<file path="src/riscv_params.svh">
`ifndef RISCV_PARAMS_SVH
`define RISCV_PARAMS_SVH

// memory sizes in 32-bit words
`define RISCV_IMEM_DEPTH 256
`define RISCV_DMEM_DEPTH 256

// first fetched address after reset or while halted
`define RISCV_RESET_PC   32'h0000_0000

// major opcodes, instr[6:0]
`define OPC_OP           7'b0110011
`define OPC_OPIMM        7'b0010011
`define OPC_LUI          7'b0110111
`define OPC_LOAD         7'b0000011
`define OPC_STORE        7'b0100011
`define OPC_BRANCH       7'b1100011
`define OPC_JAL          7'b1101111

// alu operation codes
`define ALU_ADD          4'd0
`define ALU_SUB          4'd1
`define ALU_AND          4'd2
`define ALU_OR           4'd3
`define ALU_XOR          4'd4
`define ALU_SLT          4'd5
`define ALU_PASSB        4'd6

`endif

</file>
<file path="src/riscv_pkg.sv">
`default_nettype none

package riscv_pkg;

   // data word, byte address or instruction
   typedef logic [31:0] word_t;

   // architectural register index
   typedef logic [4:0] reg_addr_t;

   // alu selector, codes come from riscv_params.svh
   typedef logic [3:0] alu_op_t;

   // operand source in execute
   typedef logic [1:0] fwd_sel_t;

   // value read in decode
   localparam fwd_sel_t FWD_PIPE = 2'd0;
   // result of the instruction now in the memory stage
   localparam fwd_sel_t FWD_MEM  = 2'd1;
   // result of the instruction now in writeback
   localparam fwd_sel_t FWD_WB   = 2'd2;

endpackage

`default_nettype wire

</file>
<file path="src/decode_unit.sv">
`default_nettype none
`include "riscv_params.svh"

module decode_unit (
   input  wire                       clk,
   input  wire                       reset,
   input  wire                       redirect_i,
   input  wire                       fd_valid_i,
   input  wire riscv_pkg::word_t     fd_pc_i,
   input  wire riscv_pkg::word_t     fd_instr_i,
   output riscv_pkg::reg_addr_t      rs1_addr_o,
   output riscv_pkg::reg_addr_t      rs2_addr_o,
   input  wire riscv_pkg::word_t     rs1_data_i,
   input  wire riscv_pkg::word_t     rs2_data_i,
   output logic                      de_valid_o,
   output riscv_pkg::word_t          de_pc_o,
   output riscv_pkg::reg_addr_t      de_rs1_o,
   output riscv_pkg::reg_addr_t      de_rs2_o,
   output riscv_pkg::reg_addr_t      de_rd_o,
   output riscv_pkg::word_t          de_op_a_o,
   output riscv_pkg::word_t          de_op_b_reg_o,
   output riscv_pkg::word_t          de_imm_o,
   output riscv_pkg::alu_op_t        de_alu_op_o,
   output logic                      de_use_imm_o,
   output logic                      de_reg_write_o,
   output logic                      de_mem_read_o,
   output logic                      de_mem_write_o,
   output logic                      de_branch_o,
   output logic                      de_branch_ne_o,
   output logic                      de_jump_o,
   output logic                      de_lui_o
);
   import riscv_pkg::*;

   logic [6:0] opcode;
   logic [2:0] funct3;
   logic       funct7_30;
   word_t      imm_i, imm_s, imm_b, imm_j, imm_u;

   word_t   ctl_imm;
   alu_op_t ctl_alu_op;
   logic    ctl_use_imm, ctl_reg_write, ctl_mem_read, ctl_mem_write;
   logic    ctl_branch, ctl_branch_ne, ctl_jump, ctl_lui;

   assign opcode     = fd_instr_i[6:0];
   assign funct3     = fd_instr_i[14:12];
   assign funct7_30  = fd_instr_i[30];
   assign rs1_addr_o = fd_instr_i[19:15];
   assign rs2_addr_o = fd_instr_i[24:20];

   // immediate formats, all sign extended from bit 31
   assign imm_i = {{20{fd_instr_i[31]}}, fd_instr_i[31:20]};
   assign imm_s = {{20{fd_instr_i[31]}}, fd_instr_i[31:25], fd_instr_i[11:7]};
   assign imm_b = {{19{fd_instr_i[31]}}, fd_instr_i[31], fd_instr_i[7],
                   fd_instr_i[30:25], fd_instr_i[11:8], 1'b0};
   assign imm_j = {{11{fd_instr_i[31]}}, fd_instr_i[31], fd_instr_i[19:12],
                   fd_instr_i[20], fd_instr_i[30:21], 1'b0};
   assign imm_u = {fd_instr_i[31:12], 12'b0};

   // anything not matched below stays a non-writing nop
   always_comb begin
      ctl_imm       = imm_i;
      ctl_alu_op    = `ALU_ADD;
      ctl_use_imm   = 1'b0;
      ctl_reg_write = 1'b0;
      ctl_mem_read  = 1'b0;
      ctl_mem_write = 1'b0;
      ctl_branch    = 1'b0;
      ctl_branch_ne = 1'b0;
      ctl_jump      = 1'b0;
      ctl_lui       = 1'b0;
      case (opcode)
         `OPC_OP, `OPC_OPIMM: begin
            ctl_use_imm   = (opcode == `OPC_OPIMM);
            ctl_reg_write = 1'b1;
            case (funct3)
               3'b000: begin
                  ctl_alu_op = (opcode == `OPC_OP && funct7_30) ? `ALU_SUB : `ALU_ADD;
               end
               3'b010: ctl_alu_op = `ALU_SLT;
               3'b100: ctl_alu_op = `ALU_XOR;
               3'b110: ctl_alu_op = `ALU_OR;
               3'b111: ctl_alu_op = `ALU_AND;
               // shifts and unsigned compares are not supported
               default: ctl_reg_write = 1'b0;
            endcase
         end
         `OPC_LUI: begin
            ctl_imm       = imm_u;
            ctl_alu_op    = `ALU_PASSB;
            ctl_use_imm   = 1'b1;
            ctl_reg_write = 1'b1;
            ctl_lui       = 1'b1;
         end
         `OPC_LOAD: begin
            ctl_use_imm   = 1'b1;
            ctl_reg_write = (funct3 == 3'b010);
            ctl_mem_read  = (funct3 == 3'b010);
         end
         `OPC_STORE: begin
            ctl_imm       = imm_s;
            ctl_use_imm   = 1'b1;
            ctl_mem_write = (funct3 == 3'b010);
         end
         `OPC_BRANCH: begin
            ctl_imm       = imm_b;
            ctl_branch    = (funct3 == 3'b000) || (funct3 == 3'b001);
            ctl_branch_ne = (funct3 == 3'b001);
         end
         `OPC_JAL: begin
            ctl_imm       = imm_j;
            ctl_use_imm   = 1'b1;
            ctl_reg_write = 1'b1;
            ctl_jump      = 1'b1;
         end
         default: ;
      endcase
   end

   // decode/execute register, the slot is dropped on a redirect
   always_ff @(posedge clk) begin
      if (reset) begin
         de_valid_o     <= 1'b0;
         de_use_imm_o   <= 1'b0;
         de_reg_write_o <= 1'b0;
         de_mem_read_o  <= 1'b0;
         de_mem_write_o <= 1'b0;
         de_branch_o    <= 1'b0;
         de_branch_ne_o <= 1'b0;
         de_jump_o      <= 1'b0;
         de_lui_o       <= 1'b0;
      end else begin
         de_valid_o     <= fd_valid_i && !redirect_i;
         de_use_imm_o   <= ctl_use_imm;
         de_reg_write_o <= ctl_reg_write;
         de_mem_read_o  <= ctl_mem_read;
         de_mem_write_o <= ctl_mem_write;
         de_branch_o    <= ctl_branch;
         de_branch_ne_o <= ctl_branch_ne;
         de_jump_o      <= ctl_jump;
         de_lui_o       <= ctl_lui;
      end
   end

   always_ff @(posedge clk) begin
      de_pc_o       <= fd_pc_i;
      de_rs1_o      <= rs1_addr_o;
      de_rs2_o      <= rs2_addr_o;
      de_rd_o       <= fd_instr_i[11:7];
      de_op_a_o     <= rs1_data_i;
      de_op_b_reg_o <= rs2_data_i;
      de_imm_o      <= ctl_imm;
      de_alu_op_o   <= ctl_alu_op;
   end

endmodule

`default_nettype wire

</file>
<file path="config.mk">
export PLATFORM = sky130hd
export DESIGN_NAME = decode_unit
export DESIGN_NICKNAME = d
export VERILOG_FILES = /design/src/riscv_pkg.sv /design/src/decode_unit.sv
export VERILOG_INCLUDE_DIRS = /design/src
export SDC_FILE = /design/constraint.sdc
export NUM_CORES = 1
export LEC_CHECK = 0
export ABC_AREA = 1
export BUFFER_PORTS_ARGS = -buffer_cell sky130_fd_sc_hd__buf_4
export CAP_MARGIN = 10
export CORE_AREA = 2 2 114 116
export CTS_BUF_LIST = sky130_fd_sc_hd__clkbuf_8
export CTS_CLUSTER_DIAMETER = 30
export DETAILED_ROUTE_END_ITERATION = 6
export DIE_AREA = 0 0 116 118
export PLACE_DENSITY_LB_ADDON = 0.05
export SETUP_SLACK_MARGIN = 0.05
export SLEW_MARGIN = 30
export SYNTH_ARGS = -nofsm -noshare
export SYNTH_HDL_FRONTEND = slang
export SYNTH_SLANG_ARGS = --single-unit
</file>
<file path="constraint.sdc">
create_clock -name clk -period 1.5 [get_ports clk]
set_input_delay 0.075 -clock clk [delete_from_list [all_inputs] [get_ports clk]]
set_output_delay 0.075 -clock clk [all_outputs]
set_load 0.01 [all_outputs]
</file>
---- Word level (Yosys, flattened, before mapping) ----
Index checks and enable logic that the tools add are counted.
Widths: inputs -> output; s select.
cells by class
  equal/unequal tests ..................... 12
  multiplexer cells ....................... 9
  reductions and logical operators ........ 12
  bitwise logic cells ..................... 3
operators with widths
  operator            count
  $pmux 31 s4         1
  $eq 7x6->1 const B  3
  $pmux 3 s5          1
  $eq 7x7->1 const B  2
  $reduce_or 2->1     5
  $eq 3x3->1 const B  3
  $eq 7x2->1 const B  1
  $eq 7x5->1 const B  1
  $pmux 3 s2          1
  $reduce_or 5->1     1
  $mux 1              4
  $reduce_or 4->1     1
  $eq 3x1->1 const B  1
  $eq 3x2->1 const B  1
  $logic_not 3->1     1
  $not 1->1           3
  $pmux 1 s3          1
  $logic_and 1x1->1   2
  $pmux 1 s2          1
  $logic_not 1->1     1
  $logic_or 1x1->1    1
word-level totals
  word-level logic and storage cells ...... 53
  output and inout port bits .............. 166
  register bits ........................... 156
  input port bits ......................... 132

---- Depth between registers and ports, before layout ----
  depth in word-level cells ............... 5
  gate-level depth with buffers ........... 8

---- Worst setup path before layout ----
OpenSTA, ideal clock, no wires.
  path type ............................... in2reg
  start ................................... input port fd_instr_i[4]
  end ..................................... register de_imm_o[22]
  stages on the path ...................... 8
  required time ........................... 1.442 ns
  path buffers ............................ 1
  setup slack ............................. 0.574 ns
  data arrival time ....................... 0.868 ns
  cells stage by stage .................... inv_1 -> nand2_2 -> nor2_2 -> nand3_2 -> buf_2 -> nand2_1 -> nor2_1 -> nand2_1
between the ends
  word-level cells in the longest chain between the ends .. 2
  elaborated cells between the ends (all ways) .. 5
  classes of those cells .................. eq/ne: 4; mux: 1
ends and longest elaborated chain
  element                                          line                RTL
  start, declared                                  decode_unit.sv:10   input wire riscv_pkg::word_t fd_instr_i,
  $eq 7x7->1 / $eq 7x6->1 (equally long branches)  decode_unit.sv:72   case (opcode)
  $pmux 31 s4 (*)                                  decode_unit.sv:72
  net ctl_imm[22]                                  decode_unit.sv:40   word_t ctl_imm;
  end signal, assigned                             decode_unit.sv:152  de_imm_o <= ctl_imm;
  end, declared                                    decode_unit.sv:22   output riscv_pkg::word_t de_imm_o,
Mark *: on every way through the listed nets, which the timed path passes. The rest lies on a longest branch.
A chain may end at the register's enable or synchronous reset.

---- Worst setup path in the final report ----
  start ................................... input port fd_instr_i[4]
  end ..................................... register de_reg_write_o
between the ends
  word-level cells in the longest chain between the ends .. 3
  elaborated cells between the ends (all ways) .. 8
  classes of those cells .................. eq/ne: 5; mux: 1; reduce/logical: 2
ends and longest elaborated chain
  element                                    line                RTL
  $eq 7x6->1, or another cell as far along   decode_unit.sv:72
  $reduce_or 2->1, on equally long branches  -
  $pmux 1 s3 (*)                             decode_unit.sv:72
  end signal, assigned                       decode_unit.sv:135  de_reg_write_o <= ctl_reg_write;
  end, declared                              decode_unit.sv:25   output logic de_reg_write_o,
Every way passes the cells marked *; elsewhere a longest branch is shown, timed or not.

==> impl_metrics.json <==
{
  "synth.top_cell.area_share_pct": 76.5,
  "grt_overflow": 0,
  "die-area_um2": 13700,
  "h-tree-depth": 4,
  "hold_viol": 0,
  "post-route-period-util_pct": 92.9,
  "vias_per_cell": 4.13,
  "max-cap-violations": 0,
  "die_h_um": 118,
  "worst_ep_arrival_time_ns": 1.77,
  "crit_path_start_kind": "input pin",
  "netlist_instances": 346,
  "antenna_found_initial": 1,
  "gr-usage-all-layers_pct": 21.5,
  "synthToLayoutAreaGrowth_pct": 98.6,
  "synth_sequential_area_ratio_pct": 76.5,
  "fillCellCount": 953,
  "synth_area_um2": 4060,
  "wirelength_mm": 15.0,
  "switching_share_pct": 23.8,
  "crit_fanout": 3,
  "vias": 3965,
  "finalSetupViolations": 0,
  "seqPwrFrac_pct": 52.0,
  "clockRootBuffer": "clkbuf_8",
  "grt_pass1_vias": 4059,
  "hold_class": "input pin to flop",
  "drive_gt1_share_pct": 44.2,
  "slew_violations": 0,
  "core_um2": 12400,
  "start_util_pct": 32.7,
  "synthTopCellsByCount": "dfxtp_1 (155), nand2_1 (56), nand3_1 (36)",
  "ys_async_sr_fraction_pct": 0,
  "avgSynthCellArea_um2": 11.7,
  "p_leak_uw": 0.00397,
  "row_count": 41,
  "vdd_ir_drop_max_mv": 0.556,
  "drtIter0Drc": 256,
  "ys_types": 26,
  "grt_pass1_wl_mm": 21.8,
  "grt_max_degree": 17,
  "setup_ws_ns": 0.106,
  "nets": 906,
  "wl_per_cell_um": 15.6,
  "synthMostInstantiatedCell": "dfxtp_1",
  "final_util_pct": 64.9,
  "dp_hpwl_mm": 9.96,
  "power.switching_uw": 2010,
  "ant_nets": 0,
  "yosysTopAreaCell": "dfxtp_1",
  "cp.required_ns": 1.88,
  "pin_count": 298,
  "p_int_uw": 6420,
  "yosysWarnings": 0,
  "p_comb_share_pct": 14.2,
  "gp_congestion": 0.735,
  "die_w_um": 116,
  "clk_pin_slew_ns": 0.08,
  "criticalPathCategory": "input pin to flop",
  "syn-num-nets": 478,
  "portBuffers": 296,
  "post_cts_buffers": 0,
  "cts_buffer_depth": 2,
  "synth_ff_type": "dfxtp_1",
  "fmax_mhz": 718,
  "ys_top_cells_by_area": "dfxtp_1 (76%), nand2_1 (5.2%), nand3_1 (4.4%)",
  "first_pass_iters": 4,
  "p_clk_share_pct": 33.8,
  "cts_tree": "yes",
  "drc_errors": 0,
  "cts.sinks": 155,
  "multiInputGateArea_um2": 749,
  "status": "finished, final reports clean",
  "critPathCaptureType": "flop",
  "synth-edff-count": 0,
  "power.density_nw_per_um2": 1050,
  "rsz0062_at_grt": "yes",
  "seq_area_um2": 3100,
  "dp_slack_ns": -0.128,
  "cts_buffers": 17,
  "fin_crit_ns": 1.39,
  "ys_ff_latch": 155
}
## layout by cell type, fill, tap and decap left out, drive strengths merged, types with 2 or more instances in the layout
| master | n |
|---|---|
| a21oi | 2 |
| nor2 | 31 |
| nor3b | 2 |
| nand3 | 38 |
| dlygate4sd3 | 130 |
| clkinvlp | 2 |
| inv | 21 |
| nor3 | 6 |
| buf | 299 |
| dfxtp | 155 |
| nand4 | 7 |
| nand2 | 61 |
| clkbuf | 22 |
| clkinv | 6 |
## metal layers
metal  vias up  wire, um  share of wire [%]  track usage [%]
li1       1941         -                  -                -
met1      1809      5150                 34             20.1
met2       181      7990                 53             39.3
met3        34      1310                8.7             7.83
met4         0       523                3.5             12.4
met5         -         0                  0                0
## metrics by stage
| stage | instances | instance area (um2) | hold slack, ns | power (uW) | TNS [ns] |
|---|---|---|---|---|---|
| after floorplan | 346 | 4060 | 0.103 | 4720 | 0 |
| after global routing | 960 | 8060 | 0.0670 | 8790 | 0 |
| after CTS | 959 | 8050 | 0.00693 | 8500 | 0 |
| final | 960 | 8060 | 0.0457 | 8430 | 0 |
| after global placement | 797 | 6380 | 0.179 | 5380 | -0.245 |
| after detailed placement | 797 | 6380 | 0.180 | 5390 | -1.13 |
## cell type report
type                    instances  area share, %
flip-flops and latches        155           38.5
clock buffers                  22           3.76
well taps                     172           2.67
clock inverters                10          0.808
inverters                      19          0.885
diodes                          1         0.0311
repair buffers                429           44.0
multi-input cells             152           9.30
## timing repair
| action | in CTS | in global routing |
|---|---|---|
| setup endpoints to repair | 0 | 13 |
| endpoints found under the hold margin | 155 | 0 |
| hold buffers | 130 | 0 |
| resized for setup | 0 | 2 |
## power groups by stage
stage | clock network, uW | registers [uW] | logic, uW
after floorplan | 0 | 4590 | 127
after global placement | 0 | 4480 | 901
after detailed placement | 0 | 4480 | 906
after CTS | 2930 | 4380 | 1190
after global routing | 3110 | 4410 | 1270
final | 2850 | 4390 | 1200
## cell families (layout without fill, tap and decap cells)
family | Yosys count | count (layout) | share of synthesized area [%]
and+or+nand+nor | 146 | 146 | 17.5
DFF | 155 | 155 | 76.5
other | 1 | 2 | 0.0924
buffers and inverters | 39 | 480 | 5.21
AOI/OAI and AO/OA | 5 | 5 | 0.709
## path summary, 6_finish.rpt
| kind | start | to | slack, ns | depth (start not counted) |
|---|---|---|---|---|
| max | fd_instr_i[4] | de_reg_write_o | 0.11 | 6 |
| min | fd_instr_i[6] | de_mem_write_o | 0.05 | 4 |
## worst max-delay path, cell delays in order
cell and delay [ns]:
buf_4 0.12, dlygate4sd3_1 0.56, nor3_2 0.18, dlygate4sd3_1 0.57, nand3_1 0.11, a21oi_1 0.17
## sequential cells by signal, indices dropped and copies added, names as in the netlist, 3 cells and up
register and cells:
de_imm_o 32, de_op_a_o 32, de_rs1_o 5, de_pc_o 32, de_rs2_o 5, de_rd_o 5
de_alu_op_o 3, de_op_b_reg_o 32
Power figures use the tool's default switching activity.
