<file path="config.mk">
export PLATFORM = sky130hd
export DESIGN_NAME = execute_unit
export DESIGN_NICKNAME = d
export VERILOG_FILES = /design/src/riscv_pkg.sv /design/src/execute_unit.sv
export VERILOG_INCLUDE_DIRS = /design/src
export SDC_FILE = /design/constraint.sdc
export NUM_CORES = 1
export LEC_CHECK = 0
export BUFFER_PORTS_ARGS = -buffer_cell sky130_fd_sc_hd__clkbuf_2
export CAP_MARGIN = 10
export CELL_PAD_IN_SITES_DETAIL_PLACEMENT = 1
export CELL_PAD_IN_SITES_GLOBAL_PLACEMENT = 1
export CORE_MARGIN = 2
export CORE_UTILIZATION = 39
export CTS_BUF_LIST = sky130_fd_sc_hd__clkbuf_4
export CTS_CLUSTER_DIAMETER = 150
export DETAILED_ROUTE_END_ITERATION = 10
export GPL_TIMING_DRIVEN = 1
export PLACE_DENSITY = 0.85
export RECOVER_POWER = 25
export SKIP_CTS_REPAIR_TIMING = 1
export SYNTH_ARGS = -nofsm -noshare
export SYNTH_HDL_FRONTEND = slang
export SYNTH_SLANG_ARGS = --single-unit
</file>
<file path="constraint.sdc">
create_clock -name clk -period 7.49 [get_ports clk]
set_clock_uncertainty 0.05 [all_clocks]
set_input_delay 1.1235 -clock clk [delete_from_list [all_inputs] [get_ports clk]]
set_output_delay 1.1235 -clock clk [all_outputs]
set_load 0.01 [all_outputs]
</file>
<file path="src/riscv_params.svh">
`ifndef RISCV_PARAMS_SVH
`define RISCV_PARAMS_SVH

// memory sizes in 32-bit words
`define RISCV_IMEM_DEPTH 256
`define RISCV_DMEM_DEPTH 256

// first fetched address after reset or while halted
`define RISCV_RESET_PC   32'h0000_0000

// major opcodes, instr[6:0]
`define OPC_OP           7'b0110011
`define OPC_OPIMM        7'b0010011
`define OPC_LUI          7'b0110111
`define OPC_LOAD         7'b0000011
`define OPC_STORE        7'b0100011
`define OPC_BRANCH       7'b1100011
`define OPC_JAL          7'b1101111

// alu operation codes
`define ALU_ADD          4'd0
`define ALU_SUB          4'd1
`define ALU_AND          4'd2
`define ALU_OR           4'd3
`define ALU_XOR          4'd4
`define ALU_SLT          4'd5
`define ALU_PASSB        4'd6

`endif

</file>
<file path="src/riscv_pkg.sv">
`default_nettype none

package riscv_pkg;

   // data word, byte address or instruction
   typedef logic [31:0] word_t;

   // architectural register index
   typedef logic [4:0] reg_addr_t;

   // alu selector, codes come from riscv_params.svh
   typedef logic [3:0] alu_op_t;

   // operand source in execute
   typedef logic [1:0] fwd_sel_t;

   // value read in decode
   localparam fwd_sel_t FWD_PIPE = 2'd0;
   // result of the instruction now in the memory stage
   localparam fwd_sel_t FWD_MEM  = 2'd1;
   // result of the instruction now in writeback
   localparam fwd_sel_t FWD_WB   = 2'd2;

endpackage

`default_nettype wire

</file>
<file path="src/execute_unit.sv">
`default_nettype none
`include "riscv_params.svh"

module execute_unit (
   input  wire                       clk,
   input  wire                       reset,
   input  wire                       de_valid_i,
   input  wire riscv_pkg::word_t     de_pc_i,
   input  wire riscv_pkg::reg_addr_t de_rs1_i,
   input  wire riscv_pkg::reg_addr_t de_rs2_i,
   input  wire riscv_pkg::reg_addr_t de_rd_i,
   input  wire riscv_pkg::word_t     de_op_a_i,
   input  wire riscv_pkg::word_t     de_op_b_reg_i,
   input  wire riscv_pkg::word_t     de_imm_i,
   input  wire riscv_pkg::alu_op_t   de_alu_op_i,
   input  wire                       de_use_imm_i,
   input  wire                       de_reg_write_i,
   input  wire                       de_mem_read_i,
   input  wire                       de_mem_write_i,
   input  wire                       de_branch_i,
   input  wire                       de_branch_ne_i,
   input  wire                       de_jump_i,
   input  wire                       de_lui_i,
   input  wire                       wb_we_i,
   input  wire riscv_pkg::reg_addr_t wb_rd_i,
   input  wire riscv_pkg::word_t     wb_data_i,
   output logic                      redirect_o,
   output riscv_pkg::word_t          redirect_pc_o,
   output logic                      em_valid_o,
   output riscv_pkg::word_t          em_pc_o,
   output riscv_pkg::reg_addr_t      em_rd_o,
   output riscv_pkg::word_t          em_result_o,
   output riscv_pkg::word_t          em_store_data_o,
   output logic                      em_reg_write_o,
   output logic                      em_mem_read_o,
   output logic                      em_mem_write_o
);
   import riscv_pkg::*;

   fwd_sel_t fwd_a, fwd_b;
   logic     src_a_used, src_b_used;
   word_t    op_a, op_b, alu_b, alu_out, result;
   logic     branch_taken;

   // newest producer wins, x0 and unused fields never forward
   function automatic fwd_sel_t pick_src(reg_addr_t rs, logic used);
      if (!used || rs == '0) begin
         return FWD_PIPE;
      end
      if (em_valid_o && em_reg_write_o && em_rd_o == rs) begin
         return FWD_MEM;
      end
      if (wb_we_i && wb_rd_i == rs) begin
         return FWD_WB;
      end
      return FWD_PIPE;
   endfunction

   function automatic word_t fwd_mux(fwd_sel_t sel, word_t pipe_val,
                                     word_t mem_val, word_t wb_val);
      case (sel)
         FWD_MEM: return mem_val;
         FWD_WB:  return wb_val;
         default: return pipe_val;
      endcase
   endfunction

   // lui and jal carry immediate bits in the rs fields
   assign src_a_used = !(de_lui_i || de_jump_i);
   assign src_b_used = !de_use_imm_i || de_mem_write_i;

   always_comb begin
      fwd_a = pick_src(de_rs1_i, src_a_used);
      fwd_b = pick_src(de_rs2_i, src_b_used);
   end

   assign op_a  = fwd_mux(fwd_a, de_op_a_i, em_result_o, wb_data_i);
   assign op_b  = fwd_mux(fwd_b, de_op_b_reg_i, em_result_o, wb_data_i);
   assign alu_b = de_use_imm_i ? de_imm_i : op_b;

   always_comb begin
      case (de_alu_op_i)
         `ALU_ADD:   alu_out = op_a + alu_b;
         `ALU_SUB:   alu_out = op_a - alu_b;
         `ALU_AND:   alu_out = op_a & alu_b;
         `ALU_OR:    alu_out = op_a | alu_b;
         `ALU_XOR:   alu_out = op_a ^ alu_b;
         `ALU_SLT:   alu_out = {31'b0, $signed(op_a) < $signed(alu_b)};
         `ALU_PASSB: alu_out = alu_b;
         default:    alu_out = op_a + alu_b;
      endcase
   end

   // jal links pc+4, stores get base plus offset from the alu
   assign result = de_jump_i ? de_pc_i + 32'd4 : alu_out;

   assign branch_taken  = de_branch_i && ((op_a == op_b) != de_branch_ne_i);
   assign redirect_o    = de_valid_i && (branch_taken || de_jump_i);
   assign redirect_pc_o = de_pc_i + de_imm_i;

   // execute/memory register
   always_ff @(posedge clk) begin
      if (reset) begin
         em_valid_o     <= 1'b0;
         em_reg_write_o <= 1'b0;
         em_mem_read_o  <= 1'b0;
         em_mem_write_o <= 1'b0;
      end else begin
         em_valid_o     <= de_valid_i;
         em_reg_write_o <= de_valid_i && de_reg_write_i;
         em_mem_read_o  <= de_valid_i && de_mem_read_i;
         em_mem_write_o <= de_valid_i && de_mem_write_i;
      end
   end

   always_ff @(posedge clk) begin
      em_pc_o         <= de_pc_i;
      em_rd_o         <= de_rd_i;
      em_result_o     <= result;
      em_store_data_o <= op_b;
   end

   // the slot behind a redirect is squashed in decode
   a_redirect_flush: assert property (
      @(posedge clk) disable iff (reset) redirect_o |=> !de_valid_i);

endmodule

`default_nettype wire

</file>
# Yosys cells after proc, flatten, opt, wreduce, memory -nomap -nowiden
# Cells that the tools add are included.
[totals]
word_cells = 80
output_inout_bits = 138
ff_bits = 105
input_bits = 196
[op_classes]
addsub = 4
order_cmp = 1
n_mux = 29
eq_ne = 16
reduce_logical = 19
bitwise = 3
[ops]
columns = ["operator", "n"]
rows = [
  ["$pmux 32 s6", 1],
  ["$pmux 32 s2", 2],
  ["$add 32x32->32", 2],
  ["$mux 32", 2],
  ["$add 32x3->32 const B", 1],
  ["$and 32x32->32", 1],
  ["$eq 32x32->1", 1],
  ["$lt 32x32->1", 1],
  ["$or 32x32->32", 1],
  ["$sub 32x32->32", 1],
  ["$xor 32x32->32", 1],
  ["$mux 2", 12],
  ["$eq 5x5->1", 4],
  ["$eq 4x3->1 const B", 3],
  ["$mux 1", 12],
  ["$logic_and 1x1->1", 10],
  ["$logic_not 5->1", 2],
  ["$eq 4x2->1 const B", 2],
  ["$logic_or 1x1->1", 5],
  ["$eq 2x1->1 const B", 2],
  ["$eq 2x2->1 const B", 2],
  ["$eq 4x1->1 const B", 1],
  ["$logic_not 1->1", 2],
  ["$ne 1x1->1", 1],
]

# Longest topological paths before layout
# Gate-level depths: netlist of the first run.
[logic_depth]
ltp_word = 18
ltp_mapped = 24
depth_no_buf = 21

# Worst setup path before layout of the first run
# Ideal clock, no wire load.
[synth_path]
kind = "input port to flip-flop"
start = "input port de_use_imm_i"
end = "register em_result_o[26]"
required_ps = 7362
arrival_time_ps = 5897
stages = 24
setup_ps = 78
path_buffers = 5
setup_slack_ps = 1465
path_cell_list = "clkbuf_1 clkbuf_1 clkbuf_1 nor2b_1 a21oi_1 nor2b_1 ha_1 buf_2 clkbuf_1 nand2_1 o21ai_0 mux2_2 ha_1 inv_1 fa_1 nor2b_1 o21ai_1 a31oi_1 a221oi_4 nor4_2 o21ai_0 a31o_2 or4b_1 a32oi_1"
[synth_between]
elab_chain_cells = 12
word_cells_on_any_way = 17
cone_classes = "2 x add/sub; 2 x eq/ne; 6 x mux; 3 x bitwise; 4 x reduce/logical"
[synth_lines]
columns = ["item", "line_no", "rtl"]
rows = [
  ["start, declared", "execute_unit.sv:16", "input wire de_use_imm_i,"],
  ["$logic_not 1->1 (*)", "execute_unit.sv:70", "assign src_b_used = !de_use_imm_i || de_mem_write_i;"],
  ["$logic_or 1x1->1 (*)", "execute_unit.sv:70", ""],
  ["$logic_not 1->1 (*)", "execute_unit.sv:47", "if (!used || rs == '0) begin"],
  ["$logic_or 1x1->1 (*)", "execute_unit.sv:47", ""],
  ["$mux 1 (*)", "execute_unit.sv:47", ""],
  ["$mux 2 (*)", "execute_unit.sv:50", "if (em_valid_o && em_reg_write_o && em_rd_o == rs) begin"],
  ["$eq 2x2->1 or $eq 2x1->1 (tied branches)", "execute_unit.sv:61", "case (sel)"],
  ["$pmux 32 s2 (*)", "execute_unit.sv:61", ""],
  ["named net op_b[0]", "execute_unit.sv:42", "word_t op_a, op_b, alu_b, alu_out, result;"],
  ["$mux 32 (*)", "execute_unit.sv:79", "assign alu_b = de_use_imm_i ? de_imm_i : op_b;"],
  ["$add 32x32->32 or $sub 32x32->32 (tied branches)", "execute_unit.sv:83, execute_unit.sv:90, execute_unit.sv:84", ""],
  ["$pmux 32 s6 (*)", "execute_unit.sv:82", "case (de_alu_op_i)"],
  ["$mux 32 (*)", "execute_unit.sv:95", "assign result = de_jump_i ? de_pc_i + 32'd4 : alu_out;"],
  ["named net result[26]", "execute_unit.sv:42", ""],
  ["end signal, assigned", "execute_unit.sv:119", "em_result_o <= result;"],
  ["end, declared", "execute_unit.sv:32", "output riscv_pkg::word_t em_result_o,"],
]
# Mark *: on every way through the listed nets, which the timed path passes. The rest lies on a longest branch.
# A chain may end at the register's enable or synchronous reset.

# Final worst setup path of the first run
[layout_path]
start = "input port de_rs2_i[3]"
end = "output port redirect_o"
[layout_between]
elab_chain_cells = 15
word_cells_on_any_way = 25
cone_classes = "6 x eq/ne; 12 x mux; 7 x reduce/logical"
[layout_lines]
columns = ["item", "line_no", "rtl"]
rows = [
  ["start, declared", "execute_unit.sv:10", "input wire riscv_pkg::reg_addr_t de_rs2_i,"],
  ["$eq 5x5->1", "execute_unit.sv:53", "if (wb_we_i && wb_rd_i == rs) begin"],
  ["$logic_and 1x1->1", "execute_unit.sv:53", ""],
  ["$mux 1 (2 in a row)", "execute_unit.sv:53", ""],
  ["$mux 1", "execute_unit.sv:50", ""],
  ["$mux 2", "execute_unit.sv:56", "return FWD_PIPE;"],
  ["$mux 2", "execute_unit.sv:53", ""],
  ["$mux 2 (*)", "execute_unit.sv:50", ""],
  ["$eq 2x2->1 or $eq 2x1->1 (tied branches)", "execute_unit.sv:61", ""],
  ["$pmux 32 s2 (*)", "execute_unit.sv:61", ""],
  ["named net op_b[26]", "execute_unit.sv:42", ""],
  ["$eq 32x32->1 (*)", "execute_unit.sv:97", "assign branch_taken = de_branch_i && ((op_a == op_b) != de_branch_ne_i);"],
  ["$ne 1x1->1 (*)", "execute_unit.sv:97", ""],
  ["$logic_and 1x1->1 (*)", "execute_unit.sv:97", ""],
  ["$logic_or 1x1->1 (*)", "execute_unit.sv:98", "assign redirect_o = de_valid_i && (branch_taken || de_jump_i);"],
  ["$logic_and 1x1->1 (*)", "execute_unit.sv:98", ""],
  ["end, declared", "execute_unit.sv:27", "output logic redirect_o,"],
]
# Mark *: on every way through the listed nets, which the timed path passes. The rest lies on a longest branch. The select of a mux whose other input is x is not followed.

==> results of run 1 <==
[worst max-delay path: cells and delay by family]
family	cells	cell delay (ps)
simple gates	8	2130
compound gates	3	1050
buf+inv	4	720
fa+ha+maj	1	560
xor+xnor	2	530
[cell families after synthesis]
| kind of cell | after synthesis | share of synthesized area (%) |
|---|---|---|
| fa+ha+maj | 135 | 14.4 |
| flops | 105 | 17.6 |
| buf+inv | 192 | 6.28 |
| mux | 39 | 3.61 |
| compound gates | 562 | 32.8 |
| simple gates | 411 | 17.3 |
| xor+xnor | 109 | 8.01 |
[cell type report]
cell class                 instances  share of cell area (%)
tap                              390                    3.48
multi-input combinational       1256                    64.8
clock buffer                      10                   0.535
sequential                       105                    15.0
timing repair buffer             358                    12.8
antenna                            2                  0.0357
clock inverter                     6                   0.455
inverter                         107                    2.86
[placed cells by master (no fill, tap or decap), drive strengths merged, types with 15 or more instances in the layout]
cell	count
mux2	32
a21o	29
nand2b	19
xor2	47
o21ai	125
nand2	119
clkbuf	344
a211oi	20
a21oi	139
a221oi	16
a221o	41
nor3	36
o211ai	28
o21bai	15
nand3	33
ha	132
inv	110
a22oi	41
nor4	20
buf	24
nand4	16
nor2	87
xnor2	62
dfxtp	105
o21a	16
nor2b	21
o31ai	18
[worst paths after layout]
check	startpoint	endpoint	cells after the start
min reg2reg	em_result_o[14]$_DFF_P_	em_store_data_o[14]$_DFF_P_	2
max	de_rs2_i[3]	redirect_o	18
min	de_rd_i[3]	em_rd_o[3]$_DFF_P_	1
max reg2reg	em_rd_o[1]$_DFF_P_	em_result_o[27]$_DFF_P_	20
[routing by layer]
| metal | track usage (%) | part of all wire [%] |
|---|---|---|
| met1 | 43.1 | 40 |
| met2 | 60.9 | 46 |
| met3 | 6.45 | 7.8 |
| met4 | 19.9 | 6.2 |
| met5 | 0 | 0 |
[state kept, by name (all words and copies together) (netlist names)]
register / count
em_pc_o: 32
em_result_o: 32
em_store_data_o: 32
em_rd_o: 5
em_mem_read_o: 1
em_mem_write_o: 1
em_reg_write_o: 1
em_valid_o: 1
[power breakdown]
group	total (mW)	internal, mW	switching [mW]	leakage, nW
clock	0.348	0.107	0.241	0.0769
sequential	0.662	0.608	0.0534	0.885
combinational	1.05	0.387	0.659	5.37
total	2.06	1.10	0.954	6.34
==> impl_metrics.py, run 1 <==
metrics = {
    "synthesis": {
        "postSynthAreaPerCell_um2": 7.67,
        "syn_inst": 1553,
        "yosys.area.top_type_share_pct": 17.6,
        "synthTopCellsByCount": "a21oi_1, ha_1, o21ai_0",
        "yosys-top-cells-area": "dfxtp_1, ha_1, a21oi_1",
        "synth_flop_cell": "dfxtp_1",
        "yosysSeqAreaShare_pct": 17.6,
        "synth.most_common_cell": "a21oi_1",
        "yosysUniqueCellTypes": 88,
        "synth-seq-cells": 105,
        "syn_nets": 1884,
        "netlist_area_um2": 11900,
        "ys_async_sr_fraction_pct": 0,
        "synth_warnings": 0,
        "synth_area_leader_cell": "dfxtp_1",
        "synth_edf_count": 0,
    },
    "timing": {
        "setup_violations": 0,
        "slew-limit-headroom_pct": 26.1,
        "fin_crit_ps": 7300,
        "rsz0062_at_grt": "false",
        "drv_slew": 0,
        "fin_crit_sh_pct": 97.5,
        "whs_ps": 602,
        "tightest_slew_ps": 1100,
        "hold_violations": 0,
        "fmaxAchievable_ghz": 0.137,
        "worst_slack_ps": 188,
        "setup-tns-final_ps": 0,
    },
    "global_routing": {
        "grt_pass1_vias": 14137,
        "grt_overflow": 0,
        "grt_max_degree": 42,
        "grt_pass1_wl_um": 87000,
        "grtUsageTotal_pct": 36.0,
        "grt_antenna_before_repair": 2,
    },
    "worst_setup_path": {
        "arrival_ps": 6130,
        "critPathLaunchType": "primary input",
        "required_ps": 6320,
        "regToRegSetupSlack_ps": 1330,
        "cpPeakStageDelay_ps": 830,
        "end_kind": "primary output",
        "crit_type": "primary input to primary output",
        "worstPathMaxFanout": 19,
        "critPathSlowestCell": "o21ai_0",
        "path_cells": "clkbuf_2 -> xor2_1 -> nor4_1 -> and3_1 -> nand3_1 -> inv_1 -> ha_1 -> buf_4 -> a22oi_1 -> o21ai_0 -> xnor2_1 -> nor4_1 -> nand4_1 -> or3_1 -> nand2_1 -> a21oi_1 -> nor2b_1 -> clkbuf_2",
    },
    "floorplanning": {
        "dieHeight_um": 179,
        "io_pins": 334,
        "start_util_pct": 39.9,
        "core_area_um2": 29900,
        "rows": 63,
        "die_w_um": 179,
        "die_area_um2": 32000,
    },
    "cts": {
        "clock-sinks": 105,
        "cts-buffers-inserted": 9,
        "tritoncts": "built",
        "clk_path_buf_depth": 2,
        "cts_root_buf": "clkbuf_4",
        "clk_latency_ps": 550,
        "clkTransAtPathRegs_ps": 200,
        "cts_max_level": 3,
    },
    "pwr": {
        "total_power_mw": 2.06,
        "p_leak_nw": 6.34,
        "vdd_drop_max_mv": 0.0891,
        "p_per_area_nw_per_um2": 147,
    },
    "placement": {
        "placed_cells": 2215,
        "place_ws_ps": 398,
        "place_hpwl_um": 47700,
        "io_buffers": 333,
        "placed_area_um2": 13900,
        "gp_congestion": 0.980,
    },
    "drt": {
        "vias": 14075,
        "drcViolationCount": 0,
        "ant_nets": 0,
        "dr.pass1.iters": 5,
        "drt-initial-drc-count": 1032,
        "vias_per_cell": 6.30,
        "wl_um": 58600,
        "avgRoutedWirePerCell_um": 26.2,
    },
    "cells_and_area": {
        "multi_input_area_um2": 9090,
        "seqCellArea_um2": 2100,
        "fillers": 3885,
        "instances_no_fill": 2234,
        "postLayoutCoreUtil_pct": 46.9,
        "nets": 2168,
        "area_delta_synth_final_pct": 17.7,
        "design_area_um2": 14000,
        "drive_above_1_share_pct": 21.6,
    },
    "worst_hold_path": {
        "worstHoldPathType": "primary input to flip-flop",
    },
    "status": {
        "status": "finished clean",
    },
    "flow_run": {
        "maxCapViolations": 0,
    },
}
Note: power is estimated with default switching activity, not from simulation.
==> run 2: changes to the inputs <==
- GPL_TIMING_DRIVEN: 1 -> 0
==> run 2 against run 1 <==
Routed wire length grew 13%. Non-clock buffer count grew 60. Die area is the same. Utilization grew 0.42 points. Sequential cell count is the same. Clock power shrank 10%. Hold slack lost 28 ps. Sequential power shrank 1%. Sequential share of layout area shrank 0.13 points.
==> impl_metrics.py, run 2 (synthesis gave the netlist of run 1 again) <==
metrics = {
    "status": {
        "status": "finished clean",
    },
    "timing": {
        "hold_violations": 0,
        "setup_violations": 0,
        "whs_ps": 574,
        "fin_crit_ps": 7450,
        "tightest_slew_ps": 1210,
        "fin_crit_sh_pct": 99.5,
        "fmaxAchievable_ghz": 0.134,
        "rsz0062_at_grt": "false",
        "worst_slack_ps": 39.1,
        "slew-limit-headroom_pct": 18.6,
        "drv_slew": 0,
    },
    "drt": {
        "ant_nets": 0,
        "avgRoutedWirePerCell_um": 29.0,
        "vias": 14650,
        "vias_per_cell": 6.38,
        "drcViolationCount": 0,
        "dr.pass1.iters": 5,
        "wl_um": 66500,
        "drt-initial-drc-count": 1367,
    },
    "worst_setup_path": {
        "cpPeakStageDelay_ps": 550,
        "arrival_ps": 6280,
        "startpoint": "de_use_imm_i",
        "critPathSlowestCell": "nor4_2",
        "worstPathMaxFanout": 10,
        "required_ps": 6320,
        "crit_type": "primary input to primary output",
        "critPathLaunchType": "primary input",
        "r2r-start": "em_rd_o[4]$_DFF_P_",
        "end_kind": "primary output",
        "path_cells": "clkbuf_1 -> clkbuf_4 -> buf_2 -> nor2b_1 -> a21oi_1 -> nor2b_1 -> ha_1 -> buf_2 -> buf_2 -> nand2_1 -> o21ai_1 -> xnor2_1 -> nor4_2 -> nand4_1 -> or3_1 -> nand2_1 -> a21oi_1 -> nor2b_1 -> clkbuf_2",
    },
    "floorplanning": {
        "io_pins": 334,
        "rows": 63,
        "dieHeight_um": 179,
        "die_area_um2": 32000,
        "die_w_um": 179,
        "core_area_um2": 29900,
        "start_util_pct": 39.9,
    },
    "worst_hold_path": {
        "worstHoldPathType": "primary input to flip-flop",
        "worstHoldStart": "de_rd_i[4]",
    },
    "global_routing": {
        "met2_usage_pct": 66.5,
        "grtUsageMet1_pct": 48.1,
        "met3_usage_pct": 8.95,
        "grt_overflow": 0,
        "grt_max_degree": 18,
        "grt_pass1_wl_um": 94600,
        "grt_pass1_vias": 14697,
        "grtUsageTotal_pct": 40.6,
        "grt_antenna_before_repair": 4,
        "grt.busiest_layer": "met2",
    },
    "placement": {
        "place_hpwl_um": 54600,
        "placed_cells": 2276,
        "gp_congestion": 1.05,
        "io_buffers": 332,
        "place_ws_ps": -1420,
    },
    "flow_run": {
        "maxCapViolations": 0,
    },
    "cts": {
        "cts_root_buf": "clkbuf_4",
        "cts-buffers-inserted": 9,
        "clkTransAtPathRegs_ps": 200,
        "clk_latency_ps": 580,
        "cts_max_level": 3,
        "clock-sinks": 105,
        "tritoncts": "built",
        "clk_path_buf_depth": 2,
    },
    "cells_and_area": {
        "nets": 2228,
        "top_regs": "em_pc_o: 32 flops, em_result_o: 32 flops, em_store_data_o: 32 flops",
        "mostFrequentLayoutCells": "clkbuf_2, a21oi_1, ha_1",
        "drive_above_1_share_pct": 20.8,
        "instances_no_fill": 2295,
        "seqCellArea_um2": 2100,
        "multi_input_area_um2": 9070,
        "fillers": 3924,
        "area_delta_synth_final_pct": 18.8,
        "postLayoutCoreUtil_pct": 47.4,
        "final_common_cell": "clkbuf_2",
    },
    "pwr": {
        "vdd_drop_max_mv": 0.0866,
        "total_power_mw": 2.06,
        "p_per_area_nw_per_um2": 146,
        "p_leak_nw": 6.38,
    },
}
## run 2: cell count changes in the layout (fill, tap and decap cells not counted), moves of 2 or more
cell / before / now
clkbuf_1: 52 / 106
buf_4: 23 / 2
buf_2: 0 / 19
clkbuf_2: 282 / 286
o21ai_0: 120 / 116
o21ai_1: 4 / 8
buf_1: 0 / 3
clkinv_4: 0 / 3
clkbuf_4: 10 / 12
inv_6: 3 / 1
nor3_1: 32 / 34
nor3_2: 4 / 2
## run 2: path summary, 6_finish.rpt
check                                                   end  slack, ps  depth (start not counted)
worst min-delay path                     em_rd_o[4]$_DFF_P_        570                          1
worst max register to register      em_result_o[26]$_DFF_P_        910                         20
worst min register to register  em_store_data_o[17]$_DFF_P_        700                          2
worst max-delay path                             redirect_o         40                         19
## run 2: final cells by class
| cell class | instances | share of cell area [%] |
|---|---|---|
| Multi-Input combinational cell | 1256 | 64.1 |
| Sequential cell | 105 | 14.9 |
| Timing Repair Buffer | 334 | 11.4 |
| Tap cell | 390 | 3.45 |
| Inverter | 107 | 2.84 |
| Buffer | 84 | 2.50 |
| Clock buffer | 10 | 0.530 |
| Clock inverter | 6 | 0.309 |
| Antenna cell | 3 | 0.0530 |
## run 2: critical path: cells and delay by family
family	cells	cell delay (ps)
buf+inv	6	2170
fa+ha+maj	1	270
compound gates	3	450
xor+xnor	1	330
simple gates	8	1910
## run 2: through the flow
step / area, um^2 / TNS, ps
floorplan: 11900 / 0
global placement: 14100 / -19640
detailed placement: 14100 / -23720
CTS: 14200 / -9850
global route: 14100 / 0
finish: 14200 / 0
## run 2: where the power goes
group / switching, mW / total [mW] / internal (mW) / leakage [nW]
Clock: 0.240 / 0.313 / 0.0733 / 0.0684
Combinational: 0.708 / 1.10 / 0.388 / 5.43
Sequential: 0.0451 / 0.654 / 0.609 / 0.885
Total: 0.993 / 2.06 / 1.07 / 6.38
## run 2: per-layer routing
metal  routed length (um)  vias to the layer above
met2                30200                      843
li1                     -                     6410
met4                 4350                        0
met3                 5970                      228
met1                26000                     7169
met5                    0                        -
==> run 3: changes to the inputs <==
- ABC_AREA: default -> 1
- CORE_UTILIZATION: 39 -> 38
- PLACE_DENSITY: 0.85 -> 0.86
==> run 3 against run 2 <==
Cell count up 33%. Hold slack improved by 22 ps. Critical endpoint unchanged. Setup slack gained 580 ps. Global-route usage is 0.38 points lower. Power increased by 4.9%. Non-clock buffer count decreased by 25. Clock-buffer cell count fell by 1. Sequential cell count unchanged. Critical path depth is 3 higher.
==> impl_metrics.py, run 3 <==
metrics = {
    "timing": {
        "rsz0062_at_grt": "false",
        "drv_slew": 0,
        "fin_crit_sh_pct": 91.7,
        "tightest_slew_ps": 965,
        "fin_crit_ps": 6870,
        "setup-tns-final_ps": 0,
        "fmaxAchievable_ghz": 0.146,
        "slew-limit-headroom_pct": 35.0,
        "setup_violations": 0,
        "worst_slack_ps": 618,
        "whs_ps": 595,
        "hold_violations": 0,
    },
    "floorplanning": {
        "die_area_um2": 36100,
        "io_pins": 334,
        "core_area_um2": 34300,
        "dieHeight_um": 190,
        "start_util_pct": 38.4,
        "die_w_um": 190,
        "rows": 68,
    },
    "synthesis": {
        "ys_async_sr_fraction_pct": 0,
        "netlist_area_um2": 13200,
        "postSynthAreaPerCell_um2": 5.85,
        "synth_edf_count": 0,
        "yosys-top-cells-area": "nand2_1, dfxtp_1, ha_1",
        "synth_flop_cell": "dfxtp_1",
        "synth_warnings": 0,
        "yosysSeqAreaShare_pct": 16.0,
        "syn_nets": 2582,
        "synth_area_leader_cell": "nand2_1",
        "synth.most_common_cell": "nand2_1",
        "yosysUniqueCellTypes": 53,
        "yosys.area.top_type_share_pct": 19.0,
        "synthTopCellsByCount": "nand2_1, inv_1, nand3_1",
        "synth-seq-cells": 105,
        "syn_inst": 2251,
    },
    "drt": {
        "vias_per_cell": 5.70,
        "vias": 17453,
        "ant_nets": 0,
        "highest_layer": "met4",
        "met1_length_um": 30200,
        "wl_um": 73700,
        "met3_length_um": 6230,
        "drcViolationCount": 0,
        "dr.pass1.iters": 5,
        "drt-initial-drc-count": 1373,
        "avgRoutedWirePerCell_um": 24.1,
        "routed-wl-met2_um": 34000,
    },
    "worst_setup_path": {
        "regToRegSetupSlack_ps": 1780,
        "arrival_ps": 5700,
        "end_kind": "primary output",
        "rr_worst_depth": 27,
        "startpoint": "de_jump_i",
        "critPathLaunchType": "primary input",
        "required_ps": 6320,
        "crit_type": "primary input to primary output",
        "r2r-start": "em_rd_o[1]$_DFF_P_",
        "r2r-end": "em_result_o[0]$_DFF_P_",
        "worstSetupEndpoint": "redirect_o",
        "worstPathMaxFanout": 10,
    },
    "cells_and_area": {
        "drive_above_1_share_pct": 15.8,
        "mostFrequentLayoutCells": "nand2_1, clkbuf_2, inv_1",
        "multi_input_area_um2": 9760,
        "top_regs": "em_pc_o: 32 flops, em_result_o: 32 flops, em_store_data_o: 32 flops",
        "area_delta_synth_final_pct": 17.5,
        "final_common_cell": "nand2_1",
        "fillers": 5026,
        "nets": 2925,
        "seqCellArea_um2": 2100,
    },
    "cts": {
        "cts_max_level": 3,
        "clkTransAtPathRegs_ps": 190,
        "cts-buffers-inserted": 9,
        "clock-sinks": 105,
        "clk_latency_ps": 570,
        "cts_root_buf": "clkbuf_4",
        "tritoncts": "built",
        "clk_path_buf_depth": 2,
    },
    "pwr": {
        "p_per_area_nw_per_um2": 140,
        "vdd_drop_max_mv": 0.0864,
        "power_frac_clock_pct": 14.4,
        "p_int_mw": 1.05,
        "p_switching_mw": 1.11,
        "seq_power_share_pct": 30.0,
        "pwr-share-comb_pct": 55.6,
        "p_leak_nw": 7.67,
        "sw_frac_of_total_pct": 51.4,
    },
    "placement": {
        "place_ws_ps": 609,
        "io_buffers": 332,
        "gp_congestion": 1.03,
        "place_hpwl_um": 64000,
    },
    "global_routing": {
        "grt_antenna_before_repair": 6,
        "grt_max_degree": 19,
        "grt_pass1_vias": 17769,
        "grtUsageTotal_pct": 40.2,
        "grt_pass1_wl_um": 107000,
        "grt_overflow": 0,
    },
    "worst_hold_path": {
        "worstHoldPathType": "primary input to flip-flop",
    },
    "flow_run": {
        "maxCapViolations": 0,
    },
    "status": {
        "status": "finished clean",
    },
}
==> run 3: cell types whose count changed after synthesis, sizes merged, moves of 42 or more <==
cell and delta:
nand3 +179, or2 +42, nor2 +114, nand2 +550, inv +157
==> run 3: area by class of cell <==
cell class | instances | area share (%)
clock inverters | 7 | 0.332
inverters | 267 | 6.48
plain buffers | 61 | 1.97
well taps | 455 | 3.68
diodes | 7 | 0.113
clock buffers | 9 | 0.437
repair buffers | 332 | 10.3
flip-flops and latches | 105 | 13.6
multi-input cells | 1818 | 63.1
==> run 3: power groups by stage <==
stage / logic [mW] / registers [mW] / clock network [mW]
floorplan: 0.662 / 0.671 / 0
global placement: 1.14 / 0.659 / 0
detailed placement: 1.17 / 0.659 / 0
CTS: 1.18 / 0.648 / 0.313
global route: 1.31 / 0.652 / 0.326
finish: 1.20 / 0.649 / 0.312
==> run 3: per-layer routing <==
layer	track usage, %	up-vias
li1	-	8065
met1	50.2	8424
met2	67.6	795
met3	7.78	169
met4	16.5	0
met5	0	-
==> run 3: logic make-up after synthesis <==
family,count (synthesis),share of synthesized area (%)
xor gates and xnor gates,74,4.92
and+or+nand+nor,1210,39.3
buffers and inverters,328,9.92
DFF,105,16.0
adders and majority gates,135,13.0
AOI/OAI and AO/OA,399,16.9
==> run 3: worst max-delay path, stage by stage <==
cell      delay, ps
clkbuf_2        110
inv_1            70
clkbuf_1        710
buf_2           550
nand4_1         310
inv_1           120
ha_1            240
inv_2           240
buf_4           280
nand3_1         100
o21ai_1         310
nand2_1         110
nand2_1          80
nand2_1          60
nor2_1          100
nand2_1         110
nor2_1          320
nand2_1          90
nand2_1          70
nand3_1         180
a21oi_1         230
clkbuf_2        160
==> run 3: how the worst min path moves through the flow <==
| stage | from | end | cells after the start |
|---|---|---|---|
| finish | de_rd_i[0] | em_rd_o[0]$_DFF_P_ | 1 |
| detailed placement | em_result_o[10]$_DFF_P_ | em_store_data_o[10]$_DFF_P_ | 4 |
| floorplan | em_result_o[0]$_DFF_P_ | em_store_data_o[0]$_DFF_P_ | 4 |
| global route | de_rd_i[1] | em_rd_o[1]$_DFF_P_ | 1 |
| global placement | em_result_o[10]$_DFF_P_ | em_store_data_o[10]$_DFF_P_ | 4 |
| CTS | de_rd_i[1] | em_rd_o[1]$_DFF_P_ | 1 |
==> run 3: stage by stage <==
stage / utilization [%] / power (mW) / std cells / cell area [um^2]
final: 45.1 / 2.16 / 3061 / 15500
after global routing: 45.1 / 2.28 / 3055 / 15500
after CTS: 45.2 / 2.14 / 3054 / 15500
after detailed placement: 44.9 / 1.83 / 3038 / 15400
after global placement: 44.9 / 1.80 / 3038 / 15400
after floorplan: - / 1.33 / 2251 / 13200
